===== src/logic/axi_defs.svh =====
`ifndef AXI_DEFS_SVH
`define AXI_DEFS_SVH

// Bus widths
`define AXI_ADDR_W 32
`define AXI_DATA_W 32
`define AXI_STRB_W 4
`define AXI_RESP_W 2

// Address map of the non-SRAM targets
`define UART_TX_ADDR        32'ha00003f8
`define CLINT_CMP_LO_ADDR   32'h00002130
`define CLINT_CMP_HI_ADDR   32'h00002134
`define CLINT_MTIME_LO_ADDR 32'ha0000048

// SRAM words indexed by address bits 9:2
`define SRAM_WORDS 256

`endif


===== src/logic/axi_pkg.sv =====
`include "axi_defs.svh"

package axi_pkg;

    typedef struct packed {
        logic [`AXI_ADDR_W-1:0] addr;
    } axi_ar_t;

    typedef struct packed {
        logic [`AXI_ADDR_W-1:0] addr;
    } axi_aw_t;

    typedef struct packed {
        logic [`AXI_DATA_W-1:0] data;
        logic [`AXI_STRB_W-1:0] strb;
    } axi_w_t;

    typedef struct packed {
        logic [`AXI_DATA_W-1:0] data;
        logic [`AXI_RESP_W-1:0] resp;
    } axi_r_t;

    typedef struct packed {
        logic [`AXI_RESP_W-1:0] resp;
    } axi_b_t;

    // Master to slave
    typedef struct packed {
        axi_ar_t ar;
        logic    arvalid;
        logic    rready;
        axi_aw_t aw;
        logic    awvalid;
        axi_w_t  w;
        logic    wvalid;
        logic    bready;
    } axi_req_t;

    // Slave to master
    typedef struct packed {
        logic    arready;
        axi_r_t  r;
        logic    rvalid;
        logic    awready;
        logic    wready;
        axi_b_t  b;
        logic    bvalid;
    } axi_rsp_t;

    typedef enum logic [1:0] {
        SEL_SRAM,
        SEL_UART,
        SEL_CLINT
    } tgt_sel_e;

    localparam logic [`AXI_RESP_W-1:0] AXI_RESP_OKAY = 2'b00;

endpackage


===== src/logic/axi_clint.sv =====
`include "axi_defs.svh"

module axi_clint
    import axi_pkg::*;
(
    input  logic     clk,
    input  logic     reset,
    input  axi_req_t req,
    output axi_rsp_t rsp,
    output logic     timer_irq
);

    logic [63:0]            mtime_q;
    logic [63:0]            mtimecmp_q;
    logic [`AXI_DATA_W-1:0] rdata_q;
    logic                   rvalid_q;
    logic                   bvalid_q;
    logic                   irq_q;
    logic                   idle;
    logic                   ar_fire;
    logic                   wr_fire;

    function automatic logic [31:0] merge(input logic [31:0] old_word,
                                          input logic [31:0] new_word,
                                          input logic [3:0]  strb);
        logic [31:0] res;
        res = old_word;
        for (int b = 0; b < 4; b++) begin
            if (strb[b]) begin
                res[8*b +: 8] = new_word[8*b +: 8];
            end
        end
        return res;
    endfunction

    assign idle    = ~rvalid_q & ~bvalid_q;
    assign ar_fire = req.arvalid & idle;
    assign wr_fire = req.awvalid & req.wvalid & idle;

    always_ff @(posedge clk) begin
        if (reset) begin
            mtime_q    <= '0;
            mtimecmp_q <= '1;
            irq_q      <= 1'b0;
            rvalid_q   <= 1'b0;
            bvalid_q   <= 1'b0;
        end else begin
            mtime_q <= mtime_q + 64'd1;
            irq_q   <= (mtime_q >= mtimecmp_q);
            if (ar_fire) begin
                rvalid_q <= 1'b1;
            end else if (req.rready) begin
                rvalid_q <= 1'b0;
            end
            if (wr_fire) begin
                bvalid_q <= 1'b1;
            end else if (req.bready) begin
                bvalid_q <= 1'b0;
            end
            // mtime itself is read-only, writes there just complete
            if (wr_fire && req.aw.addr == `CLINT_CMP_LO_ADDR) begin
                mtimecmp_q[31:0] <= merge(mtimecmp_q[31:0], req.w.data, req.w.strb);
            end
            if (wr_fire && req.aw.addr == `CLINT_CMP_HI_ADDR) begin
                mtimecmp_q[63:32] <= merge(mtimecmp_q[63:32], req.w.data, req.w.strb);
            end
        end
    end

    always_ff @(posedge clk) begin
        if (ar_fire) begin
            case (req.ar.addr)
                `CLINT_CMP_LO_ADDR: rdata_q <= mtimecmp_q[31:0];
                `CLINT_CMP_HI_ADDR: rdata_q <= mtimecmp_q[63:32];
                default:            rdata_q <= mtime_q[31:0];
            endcase
        end
    end

    assign timer_irq = irq_q;

    always_comb begin
        rsp         = '0;
        rsp.arready = idle;
        rsp.r.data  = rdata_q;
        rsp.r.resp  = AXI_RESP_OKAY;
        rsp.rvalid  = rvalid_q;
        rsp.awready = wr_fire;
        rsp.wready  = wr_fire;
        rsp.b.resp  = AXI_RESP_OKAY;
        rsp.bvalid  = bvalid_q;
    end

endmodule


===== config.mk =====
export PLATFORM = sky130hd
export DESIGN_NAME = axi_clint
export DESIGN_NICKNAME = d
export VERILOG_FILES = /design/src/logic/axi_pkg.sv /design/src/logic/axi_clint.sv
export VERILOG_INCLUDE_DIRS = /design/src /design/src/logic
export SDC_FILE = /design/constraint.sdc
export NUM_CORES = 1
export LEC_CHECK = 0
export BUFFER_PORTS_ARGS = -buffer_cell sky130_fd_sc_hd__buf_2
export CAP_MARGIN = 20
export CORE_ASPECT_RATIO = 0.8
export CORE_MARGIN = 2
export CORE_UTILIZATION = 61
export DETAILED_ROUTE_END_ITERATION = 12
export PLACE_DENSITY_LB_ADDON = 0.05
export SETUP_SLACK_MARGIN = 0.05
export SYNTH_ARGS = -nofsm -noshare
export SYNTH_HDL_FRONTEND = slang
export SYNTH_SLANG_ARGS = --single-unit

===== constraint.sdc =====
create_clock -name clk -period 3.4 [get_ports clk]
set_input_delay 0.68 -clock clk [delete_from_list [all_inputs] [get_ports clk]]
set_output_delay 0.68 -clock clk [all_outputs]
set_load 0.05 [all_outputs]

==> metrics.txt <==
Syn. warnings 0; sequential share of the synthesized area 0.4060; synthesis-stage register bit count 163; filler cell count 1123; clock skew 0.01255 ns; CTS Hold Buffers Added 0; Yosys top cell by area dfxtp_1; ANT cells 0; synthesis-to-layout area growth 16.30%; status completed; Setup-failing EPs final 0; DP Worst Slack 0.5823 ns; crit path from mtime_q[30]; Setup crit start kind register; Final ANT Viol Nets 0; Comb power frac 0.069; Worst-Margin Slew 0.9281 ns; CP required 3.70 ns; Post-synth EDFFs 32; placed cell area 9661 µm²; die outline height 111.6 µm; Die Width 138.5 µm; FMAX 413.0 MHz; Post-synth top cells 131 x dfxtp_1, 105 x nand2_1, 98 x nor2_1; final instance area 10270 µm²; Clock Power Share 0.462; Reg power frac 0.469; Ports 149; sw power 0.9879 mW; CTS sink cnt 163; First-pass DRT Iterations 6; CP Max Fanout 6; max-cap viol count 0; post-cts sizing count 0; CTS H-tree depth 4; grt ovf 0; peak supply drop 0.0003620 V; Total Wirelength 21110 µm; gpl congestion 0.8463; CTS tree built; CP arrival 2.72 ns; first-pass GRT wire length 35060 µm; core footprint 14200 µm²; placed cells 1260; Worst-Skew Late Latency 0.43 ns; critical path's top delay family simple AND/OR/NAND/NOR gates; register clock-pin slew on the reported worst setup and hold paths 0.07 ns; Clock Tree Buf Depth 2; Slew HR 0.3813; P per Cell Area 417.7 nW/µm²; top_reg_cell synth dfxtp_1; Synth area leaders dfxtp_1 30%, mux2i_1 11%, edfxtp_1 11%; post-DP HPWL 15080 µm; Yosys cell types 51; final core occ 0.7230; r2r startpoint mtime_q[30]; worst hold path type input pin to register; Power Total 4.288 mW; final hold vios 0; vias per cell 5.601; initial cell density of the core 0.6216; Critical Path End Type register; TritonCTS buffer count 17; Sw Share 0.2304; hold slack 0.4745 ns; Slew Viols, Final 0; ys async rst share 0; area of the multi-input gates 4790 µm²; setup bufs post-CTS 0; setup TNS 0 ns; number of global-route vias before repair 7058; most frequent cell after synthesis dfxtp_1; final period utilization 0.7122; CP bufs+invs 0; slowest stage delay, CP 0.67 ns; Pleak 5.459 nW; DR vias 7236; CP Cell Sequence nand4_1, nor3_1, nor4b_1, nor4b_4, xnor2_1, nor2_1; CTS root buffer clkbuf_16; die area 15460 µm²; mean post-synth cell area 9.147 µm²; RSZ-0062 raised after global routing no; initial antenna violation count 0; Int Power 3.301 mW; area share of the largest cell type after synthesis 0.2971; Post-Synthesis Cells 965; DRT iter0 DRCs 397; CP max-delay cell nor4b_1; Buffers on Ports 144; Tmin final 2.422 ns; row count 39; # DRC 0; Total Routing Usage GR 0.2807; largest net degree at the start of global routing 65; hold_sp req[31]; Avg WL per Cell 16.34 µm; CP Class register to register; Seq. cell area 3583 µm²; mapped cell area 8827 µm²; Final Worst Setup Slack 0.9784 ns; Final Non-Filler Cells 1292; fin nets 1267; share of layout cells above drive strength 1 0.1886
[registers in the layout, summed over array words and instances (netlist names)]
name,flops
mtime_q,64
timer_irq,1
mtimecmp_q,64
rvalid_q,1
bvalid_q,1
rdata_q,32
[final timing paths]
| path | endpoint | slack, ns | cells after the start |
|---|---|---|---|
| hold / removal | mtimecmp_q[25] | 0.47 | 3 |
| setup / recovery | mtime_q[51] | 0.98 | 6 |
| hold reg to reg | mtime_q[42] | 0.50 | 2 |
| setup reg to reg | mtime_q[51] | 0.98 | 6 |
[area by class of cell]
cell class	count	share of cell area
Multi-Input combinational cell	692	0.4665
Sequential cell	163	0.3491
Timing Repair Buffer	150	0.07703
Clock buffer	22	0.04631
Inverter	71	0.02596
Tap cell	184	0.02243
Clock inverter	10	0.01268
[layer usage]
layer,GRT usage,part of all wire,vias to the layer above
li1,-,-,3629
met1,0.3813,0.47,3420
met2,0.4548,0.46,155
met3,0.06022,0.046,32
met4,0.08299,0.023,0
met5,0,0,-
[logic make-up (layout without fill, tap and decap cells)]
group / after synthesis / in the layout / synth area share
AOI/OAI and AO/OA: 100 / 100 / 0.06294
other: 1 / 4 / 0.0004248
and+or+nand+nor: 375 / 375 / 0.2245
buffers and inverters: 113 / 253 / 0.05358
adders and majority gates: 65 / 65 / 0.09213
muxes: 96 / 96 / 0.1089
DFF: 163 / 163 / 0.4060
xor gates and xnor gates: 52 / 52 / 0.05159
[tightest hold or removal path: stages]
cell	delay [ns]
buf_2	0.09
mux2i_1	0.06
nand2_1	0.05
[power groups by stage]
stage / combinational [mW] / clock, mW / sequential [mW]
final: 0.296 / 1.98 / 2.01
after global routing: 0.313 / 2.09 / 2.01
after CTS: 0.297 / 2.00 / 2.01
after detailed placement: 0.296 / 0 / 2.05
after global placement: 0.294 / 0 / 2.05
after floorplan: 0.106 / 0 / 2.14
[cells in the final DEF (no fill, tap or decap), drive strengths merged, types with 22 or more instances in the layout]
master and count:
nand3 37, edfxtp 32, nor2 98, clkbuf 22
dfxtp 131, nand2 114, xor2 38, nand4 41
inv 71, mux2i 96, ha 65, a21oi 64
buf 150
Power figures use the tool's default switching activity.
