$ cat src/logic/axi_defs.svh
`ifndef AXI_DEFS_SVH
`define AXI_DEFS_SVH

// Bus widths
`define AXI_ADDR_W 32
`define AXI_DATA_W 32
`define AXI_STRB_W 4
`define AXI_RESP_W 2

// Address map of the non-SRAM targets
`define UART_TX_ADDR        32'ha00003f8
`define CLINT_CMP_LO_ADDR   32'h00002130
`define CLINT_CMP_HI_ADDR   32'h00002134
`define CLINT_MTIME_LO_ADDR 32'ha0000048

// SRAM words indexed by address bits 9:2
`define SRAM_WORDS 256

`endif

$ cat src/logic/axi_pkg.sv
`include "axi_defs.svh"

package axi_pkg;

    typedef struct packed {
        logic [`AXI_ADDR_W-1:0] addr;
    } axi_ar_t;

    typedef struct packed {
        logic [`AXI_ADDR_W-1:0] addr;
    } axi_aw_t;

    typedef struct packed {
        logic [`AXI_DATA_W-1:0] data;
        logic [`AXI_STRB_W-1:0] strb;
    } axi_w_t;

    typedef struct packed {
        logic [`AXI_DATA_W-1:0] data;
        logic [`AXI_RESP_W-1:0] resp;
    } axi_r_t;

    typedef struct packed {
        logic [`AXI_RESP_W-1:0] resp;
    } axi_b_t;

    // Master to slave
    typedef struct packed {
        axi_ar_t ar;
        logic    arvalid;
        logic    rready;
        axi_aw_t aw;
        logic    awvalid;
        axi_w_t  w;
        logic    wvalid;
        logic    bready;
    } axi_req_t;

    // Slave to master
    typedef struct packed {
        logic    arready;
        axi_r_t  r;
        logic    rvalid;
        logic    awready;
        logic    wready;
        axi_b_t  b;
        logic    bvalid;
    } axi_rsp_t;

    typedef enum logic [1:0] {
        SEL_SRAM,
        SEL_UART,
        SEL_CLINT
    } tgt_sel_e;

    localparam logic [`AXI_RESP_W-1:0] AXI_RESP_OKAY = 2'b00;

endpackage

$ cat src/logic/axi_xbar.sv
`include "axi_defs.svh"

module axi_xbar
    import axi_pkg::*;
(
    input  axi_req_t bus_req,
    output axi_rsp_t bus_rsp,

    output axi_req_t sram_req,
    input  axi_rsp_t sram_rsp,
    output axi_req_t uart_req,
    input  axi_rsp_t uart_rsp,
    output axi_req_t clint_req,
    input  axi_rsp_t clint_rsp
);

    tgt_sel_e         rd_sel;
    tgt_sel_e         wr_sel;
    axi_req_t [2:0]   tgt_req;
    axi_rsp_t [2:0]   tgt_rsp;

    function automatic tgt_sel_e decode(input logic [`AXI_ADDR_W-1:0] addr);
        tgt_sel_e sel;
        sel = SEL_SRAM;
        if (addr == `UART_TX_ADDR) begin
            sel = SEL_UART;
        end else if ((addr == `CLINT_CMP_LO_ADDR) ||
                     (addr == `CLINT_CMP_HI_ADDR) ||
                     (addr == `CLINT_MTIME_LO_ADDR)) begin
            sel = SEL_CLINT;
        end
        return sel;
    endfunction

    // Reads follow araddr, writes follow awaddr
    assign rd_sel = decode(bus_req.ar.addr);
    assign wr_sel = decode(bus_req.aw.addr);

    assign tgt_rsp[SEL_SRAM]  = sram_rsp;
    assign tgt_rsp[SEL_UART]  = uart_rsp;
    assign tgt_rsp[SEL_CLINT] = clint_rsp;

    assign sram_req  = tgt_req[SEL_SRAM];
    assign uart_req  = tgt_req[SEL_UART];
    assign clint_req = tgt_req[SEL_CLINT];

    always_comb begin
        tgt_req = '0;
        bus_rsp = '0;

        // AR and R
        tgt_req[rd_sel].ar      = bus_req.ar;
        tgt_req[rd_sel].arvalid = bus_req.arvalid;
        tgt_req[rd_sel].rready  = bus_req.rready;
        bus_rsp.arready         = tgt_rsp[rd_sel].arready;
        bus_rsp.r               = tgt_rsp[rd_sel].r;
        bus_rsp.rvalid          = tgt_rsp[rd_sel].rvalid;

        // AW, W and B
        tgt_req[wr_sel].aw      = bus_req.aw;
        tgt_req[wr_sel].awvalid = bus_req.awvalid;
        tgt_req[wr_sel].w       = bus_req.w;
        tgt_req[wr_sel].wvalid  = bus_req.wvalid;
        tgt_req[wr_sel].bready  = bus_req.bready;
        bus_rsp.awready         = tgt_rsp[wr_sel].awready;
        bus_rsp.wready          = tgt_rsp[wr_sel].wready;
        bus_rsp.b               = tgt_rsp[wr_sel].b;
        bus_rsp.bvalid          = tgt_rsp[wr_sel].bvalid;
    end

endmodule

$ cat config.mk
export PLATFORM = sky130hd
export DESIGN_NAME = axi_xbar
export DESIGN_NICKNAME = d
export VERILOG_FILES = /design/src/logic/axi_pkg.sv /design/src/logic/axi_xbar.sv
export VERILOG_INCLUDE_DIRS = /design/src /design/src/logic
export SDC_FILE = /design/constraint.sdc
export NUM_CORES = 1
export LEC_CHECK = 0
export BUFFER_PORTS_ARGS = -buffer_cell sky130_fd_sc_hd__buf_2
export CORE_AREA = 3 3 228 230
export DETAILED_ROUTE_END_ITERATION = 10
export DIE_AREA = 0 0 231 233
export SLEW_MARGIN = 20
export SYNTH_ARGS = -nofsm -noshare
export SYNTH_HDL_FRONTEND = slang
export SYNTH_SLANG_ARGS = --single-unit
$ cat constraint.sdc
create_clock -name vclk -period 7.34
set_clock_uncertainty 0.1 [all_clocks]
set_input_delay 1.468 -clock vclk [all_inputs]
set_output_delay 1.468 -clock vclk [all_outputs]
set_load 0.005 [all_outputs]
==> results by stage <==
Run status:
- The run finished with clean final reports.

Floorplan:
- For this configuration, the core starts out at a cell density of 0.0662.
- After floorplanning, the core was sized to cover 50100 um^2.
- The top-level port count is 584.
- From bottom edge to top edge, the die measures 233 um.
- The die covers around 54000 um^2.
- In this run the core area contains 82 standard-cell rows.
- The die boundary width is 231 um.

Route:
- The detailed router placed 4722 vias in this run.
- The routed length per instance is roughly 17 um.
- In this run the remaining antenna-violating nets after routing total 0.
- For this run, the detailed router's first-pass iteration total came to 4.
- In the routed layout, each cell is associated on average with a via count of 2.98.
- The wire length reported by the detailed router is 26.3 mm.
- The detailed router finished its first iteration with 128 violations.
- For this run, design rule violations remaining after detail routing come to 0.

Timing:
- Setup repair after global routing left no endpoint under its margin.
- After routing, the total negative slack on setup checks comes to 0 ps.
- The highest clock frequency the design can meet is 163 MHz.
- The post-layout minimum cycle time is ~6100 ps.
- In this run the tightest slew margin relative to its limit is 0.196.
- The share of the clock period used by the worst path is 0.834.
- The final number of max-transition violations was 0.
- The number of hold violations in the final report came to 0.
- Setup violations remaining at the end of the flow were counted as 0.
- The worst-margin pin slew is 1200 ps.

Cells and area:
- The sequential standard cell area is 0 um^2.
- The number of clock buffers in the layout is 0.
- The count of non-filler cells in the finished layout is 1584.
- The number of nets at the end of the flow is 1134.
- The area growth from synthesis to layout is 82.1%.
- The most common cell after layout, fill and taps aside is sky130_fd_sc_hd__buf_2.
- In the layout the commonest cells are sky130_fd_sc_hd__buf_2, sky130_fd_sc_hd__conb_1, sky130_fd_sc_hd__and2_1.
- In the finished design the tool counted flip-flops and latches totalling 0.
- In the final layout, the share of cells above drive strength 1 is 0.567.

Logic synthesis:
- The portion of synthesized area spent on multiplexers is 0.260.
- The netlist area before placement is 3320 um^2.
- Of the synthesized area, sequential elements account for 0.
- The number of instances in the synthesized netlist is between 400 and 500.
- The share of synthesized cell area in full adder, half adder and majority cells is 0.
- The compound-gate portion of the synthesized area is 0.0177.
- The post-synthesis cell type count is 32.
- The count of warnings emitted by yosys is 0.
- The mean instance size in the synthesized netlist is 6.88 um^2.
- Of the total synthesized cell area, the portion taken by AND, OR, NAND and NOR gates is 0.407.
- Of the total synthesized cell area, the portion taken by XOR and XNOR cells is 0.
- After synthesis, the largest family of logic cells by area is simple AND/OR/NAND/NOR gates.

Power:
- The switching power share of the total is 0.504.
- The switching power summed over all nets is 93.9 uW.
- Internal power comes to 92.3 uW.
- Of the total power, the clock network draws 0.
- Across the VDD grid, the largest voltage drop is 0.0172 mV.
- Of the total power, registers draw 0.
- In this run the power density over the cells is 30.8 nW/um^2.
- The share of total power dissipated in combinational logic is 1.000.
- The reported leakage power is 3.48 nW.

Run:
- The max-cap check violation count is 0.

Global routing:
- For this run, the total global-route usage over all layers was measured as 0.0851.
- Summed over all layers, the global routing overflow is 0.
- The maximum number of pins on one net before global-route repair is 61.
- The global-route wire length before repair is roughly 32 mm.
- The number of antenna violations at the first check in global routing was 19.
- The via count of the first global-routing pass is 4226.

Critical path:
- The critical path is of the input pin to output pin type.
- For the worst setup path, the data arrival time is roughly 4600 ps.
- Data on the critical path is required at its endpoint by between 5000 and 6000 ps.
- The worst-path maximum fanout is 45.
- The type of element launching the critical path is an input pin.
- STA classifies the critical path endpoint as an output pin.

Placed design:
- The placer's final routability congestion estimate is roughly 0.8.
- The post-detailed-placement half-perimeter wirelength is roughly 24 mm.
- Input and output buffers added on the ports amount to 492.
- The post-placement cell count is around 1600.

CTS:
- Once the clock tree was built, the resizer swapped 0 gates to a different size.
- Hold repair after CTS inserted 0 buffers.
- The setup fix buffers added after clock tree synthesis is 0.

Min path:
- The startpoint identified for the worst hold timing path is bus_req[92].
- The worst hold-check path type is input pin to output pin.
- For hold timing, the worst endpoint is sram_req[92].
- The number of cells on the worst hold path is 2.
[worst max-delay path by stage]
stage                           start           to  slack, ps  cells past startpoint
final                     bus_req[52]   bus_rsp[0]       1220                      7
after global routing      bus_req[52]   bus_rsp[0]       1090                      7
after CTS                 bus_req[52]   bus_rsp[4]       1310                      7
after detailed placement  bus_req[52]   bus_rsp[4]       1310                      7
after global placement    bus_req[52]   bus_rsp[4]       1300                      7
after floorplan           bus_req[85]  bus_rsp[10]       2370                      6
[metrics by stage]
step                cell area, um^2  power (mW)  hold slack (ps)  utilization  setup WS, ps
global route                   6040       0.204             3020        0.121          1090
detailed placement             6020       0.186             3020        0.120          1310
finish                         6040       0.186             3020        0.121          1220
CTS                            6020       0.187             3020        0.120          1310
floorplan                      3660      0.0953             2920            -          2370
global placement               6020       0.186             3020        0.120          1300
[critical path: stages]
cell and delay, ps:
sky130_fd_sc_hd__buf_2 150, sky130_fd_sc_hd__nand2b_1 170, sky130_fd_sc_hd__nor3_1 960, sky130_fd_sc_hd__and4_2 920
sky130_fd_sc_hd__mux2i_1 540, sky130_fd_sc_hd__o21ai_0 160, sky130_fd_sc_hd__buf_2 170
[routing by layer]
metal  track usage  share of wire  vias to the layer above
li1              -              -                     2213
met4        0.0236          0.030                        6
met5             0         0.0013                        -
met1        0.0914           0.35                     2082
met2         0.169           0.53                      381
met3        0.0142          0.090                       40
[synth_stat cells (4+ instances only)]
master	number	area (um^2)
sky130_fd_sc_hd__o21ai_0	5	25.0
sky130_fd_sc_hd__inv_1	14	52.6
sky130_fd_sc_hd__buf_2	5	25.0
sky130_fd_sc_hd__nor2b_1	50	313
sky130_fd_sc_hd__clkbuf_1	63	236
sky130_fd_sc_hd__nor4_1	9	56.3
sky130_fd_sc_hd__nand2_1	7	26.3
sky130_fd_sc_hd__mux2_2	12	135
sky130_fd_sc_hd__mux2i_1	5	50.1
sky130_fd_sc_hd__and2_1	87	544
sky130_fd_sc_hd__and4_1	11	96.3
sky130_fd_sc_hd__nor3_1	4	20.0
sky130_fd_sc_hd__nor2_1	20	75.1
sky130_fd_sc_hd__mux2_1	60	676
sky130_fd_sc_hd__and3_1	15	93.8
sky130_fd_sc_hd__buf_4	92	691
[power groups by stage]
stage          Combinational (mW)    Clock, mW  Sequential [mW]
5_1_grt                     0.204  0.000000146                0
3_3_place_gp                0.186            0                0
6_report                    0.186  0.000000146                0
2_1_floorplan              0.0953            0                0
4_1_cts                     0.187            0                0
3_5_place_dp                0.186            0                0
[cells by family after synthesis]
logic type / after synthesis
buffers and inverters: 178
other: 1
AOI/OAI and AO/OA: 9
muxes: 77
and+or+nand+nor: 217
[cell type report]
| cell class | count | area, um^2 |
|---|---|---|
| well taps | 672 | 841 |
| inverters | 14 | 52.6 |
| fillers | 5872 | 44000 |
| repair buffers | 495 | 2480 |
| diodes | 8 | 20.0 |
| multi-input cells | 395 | 2640 |
Power figures use the tool's default switching activity.
