[config.mk]
export PLATFORM = sky130hd
export DESIGN_NAME = axi_uart_tx
export DESIGN_NICKNAME = d
export VERILOG_FILES = /design/src/logic/axi_pkg.sv /design/src/logic/axi_uart_tx.sv
export VERILOG_INCLUDE_DIRS = /design/src /design/src/logic
export SDC_FILE = /design/constraint.sdc
export NUM_CORES = 1
export LEC_CHECK = 0
export ABC_AREA = 0
export BUFFER_PORTS_ARGS = -buffer_cell sky130_fd_sc_hd__buf_2
export CAP_MARGIN = 15
export CORE_AREA = 2 2 60 62
export CTS_BUF_LIST = sky130_fd_sc_hd__clkbuf_8 sky130_fd_sc_hd__clkbuf_16
export DETAILED_ROUTE_END_ITERATION = 8
export DIE_AREA = 0 0 62 64
export PLACE_DENSITY_LB_ADDON = 0.2
export SYNTH_ARGS = -nofsm -noshare
export SYNTH_HDL_FRONTEND = slang
export SYNTH_SLANG_ARGS = --single-unit
[constraint.sdc]
create_clock -name clk -period 2.2 [get_ports clk]
set_clock_uncertainty 0.2 [all_clocks]
set_input_delay 0.44 -clock clk [delete_from_list [all_inputs] [get_ports clk]]
set_output_delay 0.44 -clock clk [all_outputs]
set_load 0.01 [all_outputs]
[src/logic/axi_defs.svh]
`ifndef AXI_DEFS_SVH
`define AXI_DEFS_SVH

// Bus widths
`define AXI_ADDR_W 32
`define AXI_DATA_W 32
`define AXI_STRB_W 4
`define AXI_RESP_W 2

// Address map of the non-SRAM targets
`define UART_TX_ADDR        32'ha00003f8
`define CLINT_CMP_LO_ADDR   32'h00002130
`define CLINT_CMP_HI_ADDR   32'h00002134
`define CLINT_MTIME_LO_ADDR 32'ha0000048

// SRAM words indexed by address bits 9:2
`define SRAM_WORDS 256

`endif

[src/logic/axi_pkg.sv]
`include "axi_defs.svh"

package axi_pkg;

    typedef struct packed {
        logic [`AXI_ADDR_W-1:0] addr;
    } axi_ar_t;

    typedef struct packed {
        logic [`AXI_ADDR_W-1:0] addr;
    } axi_aw_t;

    typedef struct packed {
        logic [`AXI_DATA_W-1:0] data;
        logic [`AXI_STRB_W-1:0] strb;
    } axi_w_t;

    typedef struct packed {
        logic [`AXI_DATA_W-1:0] data;
        logic [`AXI_RESP_W-1:0] resp;
    } axi_r_t;

    typedef struct packed {
        logic [`AXI_RESP_W-1:0] resp;
    } axi_b_t;

    // Master to slave
    typedef struct packed {
        axi_ar_t ar;
        logic    arvalid;
        logic    rready;
        axi_aw_t aw;
        logic    awvalid;
        axi_w_t  w;
        logic    wvalid;
        logic    bready;
    } axi_req_t;

    // Slave to master
    typedef struct packed {
        logic    arready;
        axi_r_t  r;
        logic    rvalid;
        logic    awready;
        logic    wready;
        axi_b_t  b;
        logic    bvalid;
    } axi_rsp_t;

    typedef enum logic [1:0] {
        SEL_SRAM,
        SEL_UART,
        SEL_CLINT
    } tgt_sel_e;

    localparam logic [`AXI_RESP_W-1:0] AXI_RESP_OKAY = 2'b00;

endpackage

[src/logic/axi_uart_tx.sv]
`include "axi_defs.svh"

module axi_uart_tx
    import axi_pkg::*;
(
    input  logic       clk,
    input  logic       reset,
    input  axi_req_t   req,
    output axi_rsp_t   rsp,
    output logic       tx_valid,
    output logic [7:0] tx_data
);

    logic       rvalid_q;
    logic       bvalid_q;
    logic       tx_valid_q;
    logic [7:0] last_byte_q;
    logic       idle;
    logic       ar_fire;
    logic       wr_fire;

    assign idle    = ~rvalid_q & ~bvalid_q;
    assign ar_fire = req.arvalid & idle;
    assign wr_fire = req.awvalid & req.wvalid & idle;

    always_ff @(posedge clk) begin
        if (reset) begin
            rvalid_q    <= 1'b0;
            bvalid_q    <= 1'b0;
            tx_valid_q  <= 1'b0;
            last_byte_q <= 8'h00;
        end else begin
            if (ar_fire) begin
                rvalid_q <= 1'b1;
            end else if (req.rready) begin
                rvalid_q <= 1'b0;
            end
            if (wr_fire) begin
                bvalid_q <= 1'b1;
            end else if (req.bready) begin
                bvalid_q <= 1'b0;
            end
            // Only byte lane 0 reaches the transmitter
            tx_valid_q <= wr_fire & req.w.strb[0];
            if (wr_fire && req.w.strb[0]) begin
                last_byte_q <= req.w.data[7:0];
            end
        end
    end

    assign tx_valid = tx_valid_q;
    assign tx_data  = last_byte_q;

    always_comb begin
        rsp         = '0;
        rsp.arready = idle;
        rsp.r.data  = {{(`AXI_DATA_W-8){1'b0}}, last_byte_q};
        rsp.r.resp  = AXI_RESP_OKAY;
        rsp.rvalid  = rvalid_q;
        rsp.awready = wr_fire;
        rsp.wready  = wr_fire;
        rsp.b.resp  = AXI_RESP_OKAY;
        rsp.bvalid  = bvalid_q;
    end

endmodule

==> results of run 1 <==
## worst max-delay path: cells and delay by family (launching register included)
| kind | cells | cell delay (ps) |
|---|---|---|
| AND/OR/NAND/NOR | 1 | 470 |
| flip-flops | 1 | 330 |
| buffers and inverters | 1 | 190 |
## metrics by stage
step / cell area, µm² / hold slack (ps)
6_report: 882 / 246
5_1_grt: 882 / 274
2_1_floorplan: 911 / 295
3_5_place_dp: 837 / 274
4_1_cts: 882 / 246
3_3_place_gp: 837 / 272
## sequential cells by signal (all words and copies together), names as in the netlist
register  count
tx_data       8
bvalid_q      1
rvalid_q      1
tx_valid      1
## layout by cell type, fill, tap and decap left out, types with 3 or more instances in the layout
master / synthesis / layout
dfxtp_1: 11 / 11
o21ai_2: 8 / 8
conb_1: 1 / 28
clkbuf_8: 0 / 3
nor2_1: 3 / 3
nand4b_1: 8 / 8
nand2b_1: 8 / 8
buf_2: 1 / 37
## cells by family (layout without fill, tap and decap cells)
| family | after synthesis | in the layout |
|---|---|---|
| AO/OA/AOI/OAI | 10 | 10 |
| buffers and inverters | 46 | 44 |
| other | 1 | 28 |
| flip-flops | 11 | 11 |
| AND/OR/NAND/NOR | 23 | 23 |
## power by group through the flow
stage / sequential, mW / clock, mW / combinational (mW)
6_report: 0.213 / 0.196 / 0.0958
3_3_place_gp: 0.217 / 0 / 0.0959
5_1_grt: 0.214 / 0.213 / 0.107
2_1_floorplan: 0.219 / 0 / 0.109
3_5_place_dp: 0.217 / 0 / 0.0966
4_1_cts: 0.213 / 0.202 / 0.0967
## worst paths after layout
check | depth (start not counted) | end | start | slack (ps)
max | 2 | rsp[3] | bvalid_q | 330
min | 3 | rvalid_q | req[72] | 250
max reg2reg | 4 | tx_valid | bvalid_q | 660
min reg2reg | 2 | tx_data[4] | tx_data[4] | 280
## cell type report
class / instances / area [µm²] / share of cell area [%]
clock inverter: 1 / 3.75 / 0.426
clock buffer: 3 / 41.3 / 4.68
sequential: 11 / 220 / 25.0
tap: 46 / 57.6 / 6.52
inverter: 1 / 3.75 / 0.426
timing repair buffer: 39 / 200 / 22.7
multi-input combinational: 61 / 355 / 40.3
## metal layers
| layer | vias to the layer above | global-route usage (%) | wire [µm] |
|---|---|---|---|
| met5 | - | 0 | 0 |
| met4 | 0 | 4.79 | 27 |
| met3 | 2 | 4.45 | 315 |
| met2 | 43 | 11.8 | 714 |
| met1 | 252 | 9.57 | 578 |
| li1 | 275 | - | - |
==> reports/metrics.yaml, run 1 <==
layout:
  n_antenna_cell: 0
  final_core_util_pct: 26.9
  final_nets: 224
  fillCellCount: 368
  final_cells: 162
  areaGrowthSynthToFinish_pct: 8.96
  drive_gt1_share_pct: 44.8
placement:
  dp_slack_ps: 443
  post-place-cells: 158
  gp_congestion: 0.597
  dp_hpwl_um: 1280
  io_buffers: 37
synthesis:
  synthTopCellsByCount: "buf_4, dfxtp_1, nand2b_1, nand4b_1, o21ai_2"
  postSynthAreaPerCell_um2: 8.90
  syn_area_um2: 810
  synth-adder-area-share_pct: 0
  post_synth_mux_area_share_pct: 0
  yosysMostFrequentCell: "buf_4"
  synth_area_leaders: "buf_4, dfxtp_1, nand4b_1"
  netlist_instances: 91
  ys_ff_latch: 11
  synth_top_family_by_area: "buffers and inverters"
  synthSimpleGateAreaFrac_pct: 21.0
  synth_compound_area_share_pct: 9.89
  async_reset_ff_share_pct: 0
  synth_top_area_cell: "buf_4"
  synth_xor_area_share_pct: 0
  synth_edf_count: 0
  yosys.area.top_type_share_pct: 38.0
  yosysSeqAreaShare_pct: 27.2
  yosys_warnings: 0
  synth.distinct_cells: 16
  synth_top_flop_cell: "dfxtp_1"
min_path:
  hold_path_class: "primary input to register"
floorplanning:
  core_area_um2: 3280
  fp.dieH_um: 64
  die_area_um2: 3970
  io_pins: 157
  die_x_um: 62
  std_cell_rows: 21
  start_util_pct: 24.6
pwr:
  switching_share_pct: 27.8
  powerDensity_nw_per_um2: 572
  p_comb_share_pct: 19.0
  p_switching_uw: 140
  ir_drop_v: 0.000272
  cellLeakagePower_nw: 0.466
  seq_power_share_pct: 42.2
  p_int_uw: 364
  total_power_uw: 504
  p_clk_share_pct: 38.8
setup_path:
  critPathKind: "register to output pin"
  worstPathRequired_ps: 1560
  crit_path_start_kind: "register"
  crit_arrival_ps: 1230
  crit_fanout: 12
  critPathSlowestCell: "and4bb_2"
  worst_setup_path_end_kind: "output pin"
  crit_chain: "and4bb_2 -> buf_2"
  slowest_delay_ps: 470
timing:
  rsz0062_at_grt: "no"
  fin_tns_setup_ps: 0
  fin_crit_sh_pct: 84.9
  fmax_mhz: 535
  period_needed_ps: 1870
  hold_viol_final: 0
  setup_viol: 0
  slew_viol_final: 0
  fin_ws_ps: 332
route:
  drt-initial-drc-count: 13
  wl_per_cell_um: 10.1
  drc: 0
  viasPerCell: 3.53
  wl_um: 1640
  vias: 572
  postRouteAntennaNets: 0
  first_pass_iters: 4
global_routing:
  antenna_found_initial: 0
  grt_max_degree: 20
  grt_pass1_wl_um: 2380
  gr-total-overflow: 0
  globalRouteTotalUtil_pct: 8.31
  grt_pass1_vias: 483
clock_tree:
  cts.sinks: 11
  clkLatencyLatePin_ps: 230
  cts-htree-levels: 1
  clockBufferDepth: 2
  cts_tree: "yes"
  hold_buffers: 0
  post-cts-setup-buffer-count: 0
  cts-buffers-inserted: 3
  cts_resized: 0
  root_buffer: "clkbuf_8"
  clkSlewWorstSetupHoldPaths_ps: 50
status:
  status: "finished clean"
flow_run:
  maxCapViolCount: 0
(Power assumes the default switching activity.)
==> inputs of run 2 (changes only) <==
CORE_AREA = unset   (was 2 2 60 62)
CORE_MARGIN = 2   (was unset)
CORE_UTILIZATION = 25   (was unset)
DIE_AREA = unset   (was 0 0 62 64)
clock period = 1.9 ns   (was 2.2 ns; I/O delays follow)
==> reports/metrics.yaml, run 2 (synthesis gave the netlist of run 1 again) <==
layout:
  fin_area_um2: 872  # was 882 µm²
  areaGrowthSynthToFinish_pct: 7.73  # was 8.96%
  drive_gt1_share_pct: 44.3  # was 44.8%
  final_cell_mix: "buf_2, conb_1, dfxtp_1"  # unchanged
  final_common_cell: "buf_2"  # unchanged
  n_antenna_cell: 0  # unchanged
  fillCellCount: 346  # was 368
  final_nets: 223  # was 224
  largest_register_ffs: 8  # unchanged
placement:
  gp_congestion: 0.601  # was 0.597
  post_dp_cell_area_um2: 827  # was 837 µm²
  dp_hpwl_um: 1190  # was 1280 µm
  io_buffers: 37  # unchanged
clock_tree:
  clkSlewWorstSetupHoldPaths_ps: 50  # about the same
  cts_resized: 0  # unchanged
  post-cts-setup-buffer-count: 0  # unchanged
  cts-htree-levels: 1  # unchanged
  cts_tree: "yes"  # unchanged
  clockBufferDepth: 2  # unchanged
  cts-buffers-inserted: 3  # unchanged
  clkLatencyLatePin_ps: 240  # was 230 ps
  cts.sinks: 11  # unchanged
  root_buffer: "clkbuf_8"  # unchanged
  hold_buffers: 0  # unchanged
pwr:
  ir_drop_v: 0.000317  # was 0.000272 V
  powerDensity_nw_per_um2: 679  # was 572 nW/µm²
  total_power_uw: 592  # was 504 µW
  cellLeakagePower_nw: 0.461  # was 0.466 nW
timing:
  max_slew_margin_pct: 65.5
  setup_viol: 0  # unchanged
  rsz0062_at_grt: "no"  # unchanged
  fmax_mhz: 598
  period_needed_ps: 1670
  hold_viol_final: 0  # unchanged
  fin_crit_sh_pct: 87.9
  slew_viol_final: 0  # unchanged
  fin_tns_setup_ps: 0  # unchanged
  tightestPinTransition_ps: 517
setup_path:
  worst_setup_path_end_kind: "output pin"  # unchanged
  critPathKind: "register to output pin"  # unchanged
  crit_end: "rsp[3]"  # unchanged
  startpoint: "bvalid_q"  # unchanged
  ff2ff_setup_slack_ps: 240  # was 660 ps
  crit_path_start_kind: "register"  # unchanged
  crit_arrival_ps: 1090  # was 1230 ps
  r2r_start: "bvalid_q"  # unchanged
  crit_chain: "and4bb_2 -> buf_2"  # unchanged
  worstPathRequired_ps: 1320  # was 1560 ps
  rr_worst_depth: 3  # was 4
  regToRegEndpoint: "tx_valid"  # unchanged
  slowest_delay_ps: 360  # was 470 ps
  critPathSlowestCell: "and4bb_2"  # unchanged
  crit_fanout: 5  # was 12
route:
  postRouteAntennaNets: 0  # unchanged
  drc: 0  # unchanged
  first_pass_iters: 2  # was 4
  vias: 577  # was 572
  wl_per_cell_um: 9.78  # was 10.1 µm
  wl_um: 1560  # was 1640 µm
  viasPerCell: 3.63  # was 3.53
  drt-initial-drc-count: 7  # was 13
floorplanning:
  fp.dieH_um: 60.9  # was 64 µm
  io_pins: 157  # unchanged
  die_area_um2: 3710  # was 3970 µm²
  core_area_um2: 3080  # was 3280 µm²
  std_cell_rows: 20  # was 21
  start_util_pct: 26.3  # was 24.6%
  die_x_um: 60.9  # was 62 µm
global_routing:
  antenna_found_initial: 0  # unchanged
  grt_max_degree: 20  # unchanged
  globalRouteTotalUtil_pct: 8.20  # was 8.31%
  gr-total-overflow: 0  # unchanged
  grt_pass1_vias: 473  # was 483
  grt_pass1_wl_um: 2190  # was 2380 µm
flow_run:
  maxCapViolCount: 0  # unchanged
status:
  status: "finished clean"  # unchanged
min_path:
  hold_path_class: "primary input to register"  # unchanged
  hp-start: "req[72]"  # unchanged
==> run 2: area by class of cell <==
type | count | area (µm²) | area share, %
Inverter | 1 | 3.75 | 0.430
Sequential cell | 11 | 220 | 25.3
Multi-Input combinational cell | 61 | 355 | 40.7
Clock inverter | 1 | 3.75 | 0.430
Clock buffer | 3 | 41.3 | 4.73
Tap cell | 44 | 55.1 | 6.31
Timing Repair Buffer | 38 | 193 | 22.1
==> run 2: metal layers <==
metal	vias up	share of wire, %	track usage, %
met5	-	0	0
met4	0	0.77	2.80
met3	2	12	4.26
met2	45	44	12.4
met1	252	42	9.99
li1	278	-	-
==> run 2: worst max-delay path, delay by kind of cell (launching register included) <==
| kind | cells | cell delay [ps] |
|---|---|---|
| flops | 1 | 340 |
| simple gates | 1 | 360 |
| buf+inv | 1 | 150 |
==> run 2: worst min path at each step <==
stage,end,slack [ps],depth (start not counted)
after floorplan,bvalid_q,290,2
after global placement,tx_data[4],270,2
after detailed placement,tx_data[7],280,2
after CTS,rvalid_q,170,3
after global routing,rvalid_q,200,3
final,rvalid_q,170,3
==> run 2: power by group <==
group | switching [mW] | internal [mW] | total, mW
Sequential | 0.00668 | 0.240 | 0.247
Combinational | 0.0683 | 0.0397 | 0.108
Clock | 0.0949 | 0.142 | 0.237
==> run 2: per-stage QoR <==
stage	hold slack (ps)	utilization [%]	setup WS (ps)	std cells
final	169	28.3	229	159
after CTS	170	28.3	195	159
after floorplan	295	-	420	118
after global routing	200	28.3	162	159
after global placement	272	26.9	159	155
after detailed placement	279	26.9	156	155
==> inputs of run 3 (changes only) <==
CORE_UTILIZATION = 23   (was 25)
clock period = 1.4 ns   (was 1.9 ns; I/O delays follow)
==> reports/metrics.yaml, run 3 (synthesis gave the netlist of run 1 again) <==
floorplanning:
  die_x_um: 63.3  # was 60.9 µm
  die_area_um2: 4010  # was 3710 µm²
  fp.dieH_um: 63.3  # was 60.9 µm
  start_util_pct: 24.1  # was 26.3%
  core_area_um2: 3360  # was 3080 µm²
  io_pins: 157  # unchanged
  std_cell_rows: 21  # was 20
pwr:
  total_power_uw: 835  # was 592 µW
  ir_drop_v: 0.000299  # was 0.000317 V
  cellLeakagePower_nw: 0.508  # was 0.461 nW
  powerDensity_nw_per_um2: 862  # was 679 nW/µm²
global_routing:
  antenna_found_initial: 0  # unchanged
  globalRouteTotalUtil_pct: 8.55  # was 8.20%
  grt_max_degree: 20  # unchanged
  grt_pass1_wl_um: 2570  # was 2190 µm
  gr-total-overflow: 0  # unchanged
  grt_pass1_vias: 519  # was 473
timing:
  fmax_mhz: 664
  fin_ws_ps: -106  # was 229 ps
  fin_crit_sh_pct: 108
  hold_viol_final: 0  # unchanged
  rsz0062_at_grt: "yes"  # was no
  slew_viol_final: 0  # unchanged
  setup_viol: 10  # was 0
  period_needed_ps: 1510
  fin_tns_setup_ps: -504  # was 0 ps
clock_tree:
  cts-buffers-inserted: 3  # unchanged
  cts_tree: "yes"  # unchanged
  cts.sinks: 11  # unchanged
  clkSlewWorstSetupHoldPaths_ps: 50  # about the same
  cts-htree-levels: 1  # unchanged
  clockBufferDepth: 2  # unchanged
  clkLatencyLatePin_ps: 240  # about the same
  root_buffer: "clkbuf_8"  # unchanged
setup_path:
  worst_setup_path_end_kind: "output pin"  # unchanged
  rr_worst_depth: 5  # was 3
  crit_fanout: 4  # was 5
  crit_arrival_ps: 1030  # was 1090 ps
  crit_path_start_kind: "register"  # unchanged
  critPathKind: "register to output pin"  # unchanged
  worstPathRequired_ps: 920  # was 1320 ps
placement:
  dp_hpwl_um: 1350  # was 1190 µm
  post_dp_cell_area_um2: 875  # was 827 µm²
  gp_congestion: 0.704  # was 0.601
  post-place-cells: 163  # was 155
  io_buffers: 37  # unchanged
route:
  vias: 589  # was 577
  wl_um: 1700  # was 1560 µm
  drt-initial-drc-count: 9  # was 7
  wl_per_cell_um: 10.1  # was 9.78 µm
  first_pass_iters: 3  # was 2
  drc: 0  # unchanged
  postRouteAntennaNets: 0  # unchanged
  viasPerCell: 3.51  # was 3.63
layout:
  drive_gt1_share_pct: 50.0  # was 44.3%
  final_nets: 230  # was 223
  largest_register_ffs: 8  # unchanged
  fin_area_um2: 968  # was 872 µm²
  final_common_cell: "buf_2"  # unchanged
  final_cells: 168  # was 159
  fillCellCount: 405  # was 346
  final_cell_mix: "buf_2, conb_1, dfxtp_1"  # unchanged
  n_antenna_cell: 0  # unchanged
  areaGrowthSynthToFinish_pct: 19.6  # was 7.73%
flow_run:
  maxCapViolCount: 0  # unchanged
status:
  violations: "setup timing"
  status: "complete, but fails checks"  # was finished clean
min_path:
  hold_depth: 3  # unchanged
  hold_path_class: "primary input to register"  # unchanged
## run 3: metal layers
layer | vias up | wire length [µm] | track usage, %
li1 | 289 | - | -
met1 | 251 | 800 | 11.3
met2 | 47 | 644 | 11.2
met3 | 2 | 224 | 2.86
met4 | 0 | 27 | 6.52
met5 | - | 0 | 0
## run 3: area by class of cell
type,count,area [µm²],area share (%)
clock buffers,3,41.3,4.26
inverters,1,3.75,0.388
flip-flops and latches,11,221,22.9
well taps,46,57.6,5.94
repair buffers,45,272,28.0
multi-input cells,61,369,38.1
clock inverters,1,3.75,0.388
## run 3: path summary, 6_finish.rpt
kind | from | endpoint | slack (ps)
worst min-delay path | req[72] | rvalid_q | 80
worst max register to register | rvalid_q | tx_data[5] | -40
worst max-delay path | rvalid_q | rsp[3] | -110
worst min register to register | tx_data[5] | tx_data[5] | 290
## run 3: metrics by stage
stage | utilization, % | hold WS (ps) | setup WS, ps
after global routing | 28.8 | 91.7 | -149
after global placement | 26.0 | 274 | 25.6
after floorplan | - | 219 | 27.2
final | 28.8 | 79.7 | -106
after detailed placement | 26.0 | 279 | 10.8
after CTS | 28.0 | 76.8 | -136
## run 3: repair_timing
action                                  4_1_cts  5_1_grt
hold buffers                                  0        0
buffers inserted                              1        0
endpoints found under the setup margin        3       11
pin swaps                                     1        2
resized for setup                             4        6
## run 3: where the power goes
| part | internal, mW | switching [mW] |
|---|---|---|
| sequential | 0.326 | 0.00769 |
| clock | 0.193 | 0.120 |
| combinational | 0.0839 | 0.105 |
| total | 0.603 | 0.232 |
## run 3: worst max-delay path: stages, from the launching register on
cell and delay (ps):
dfxtp_1 310, and4bb_4 370, buf_6 110
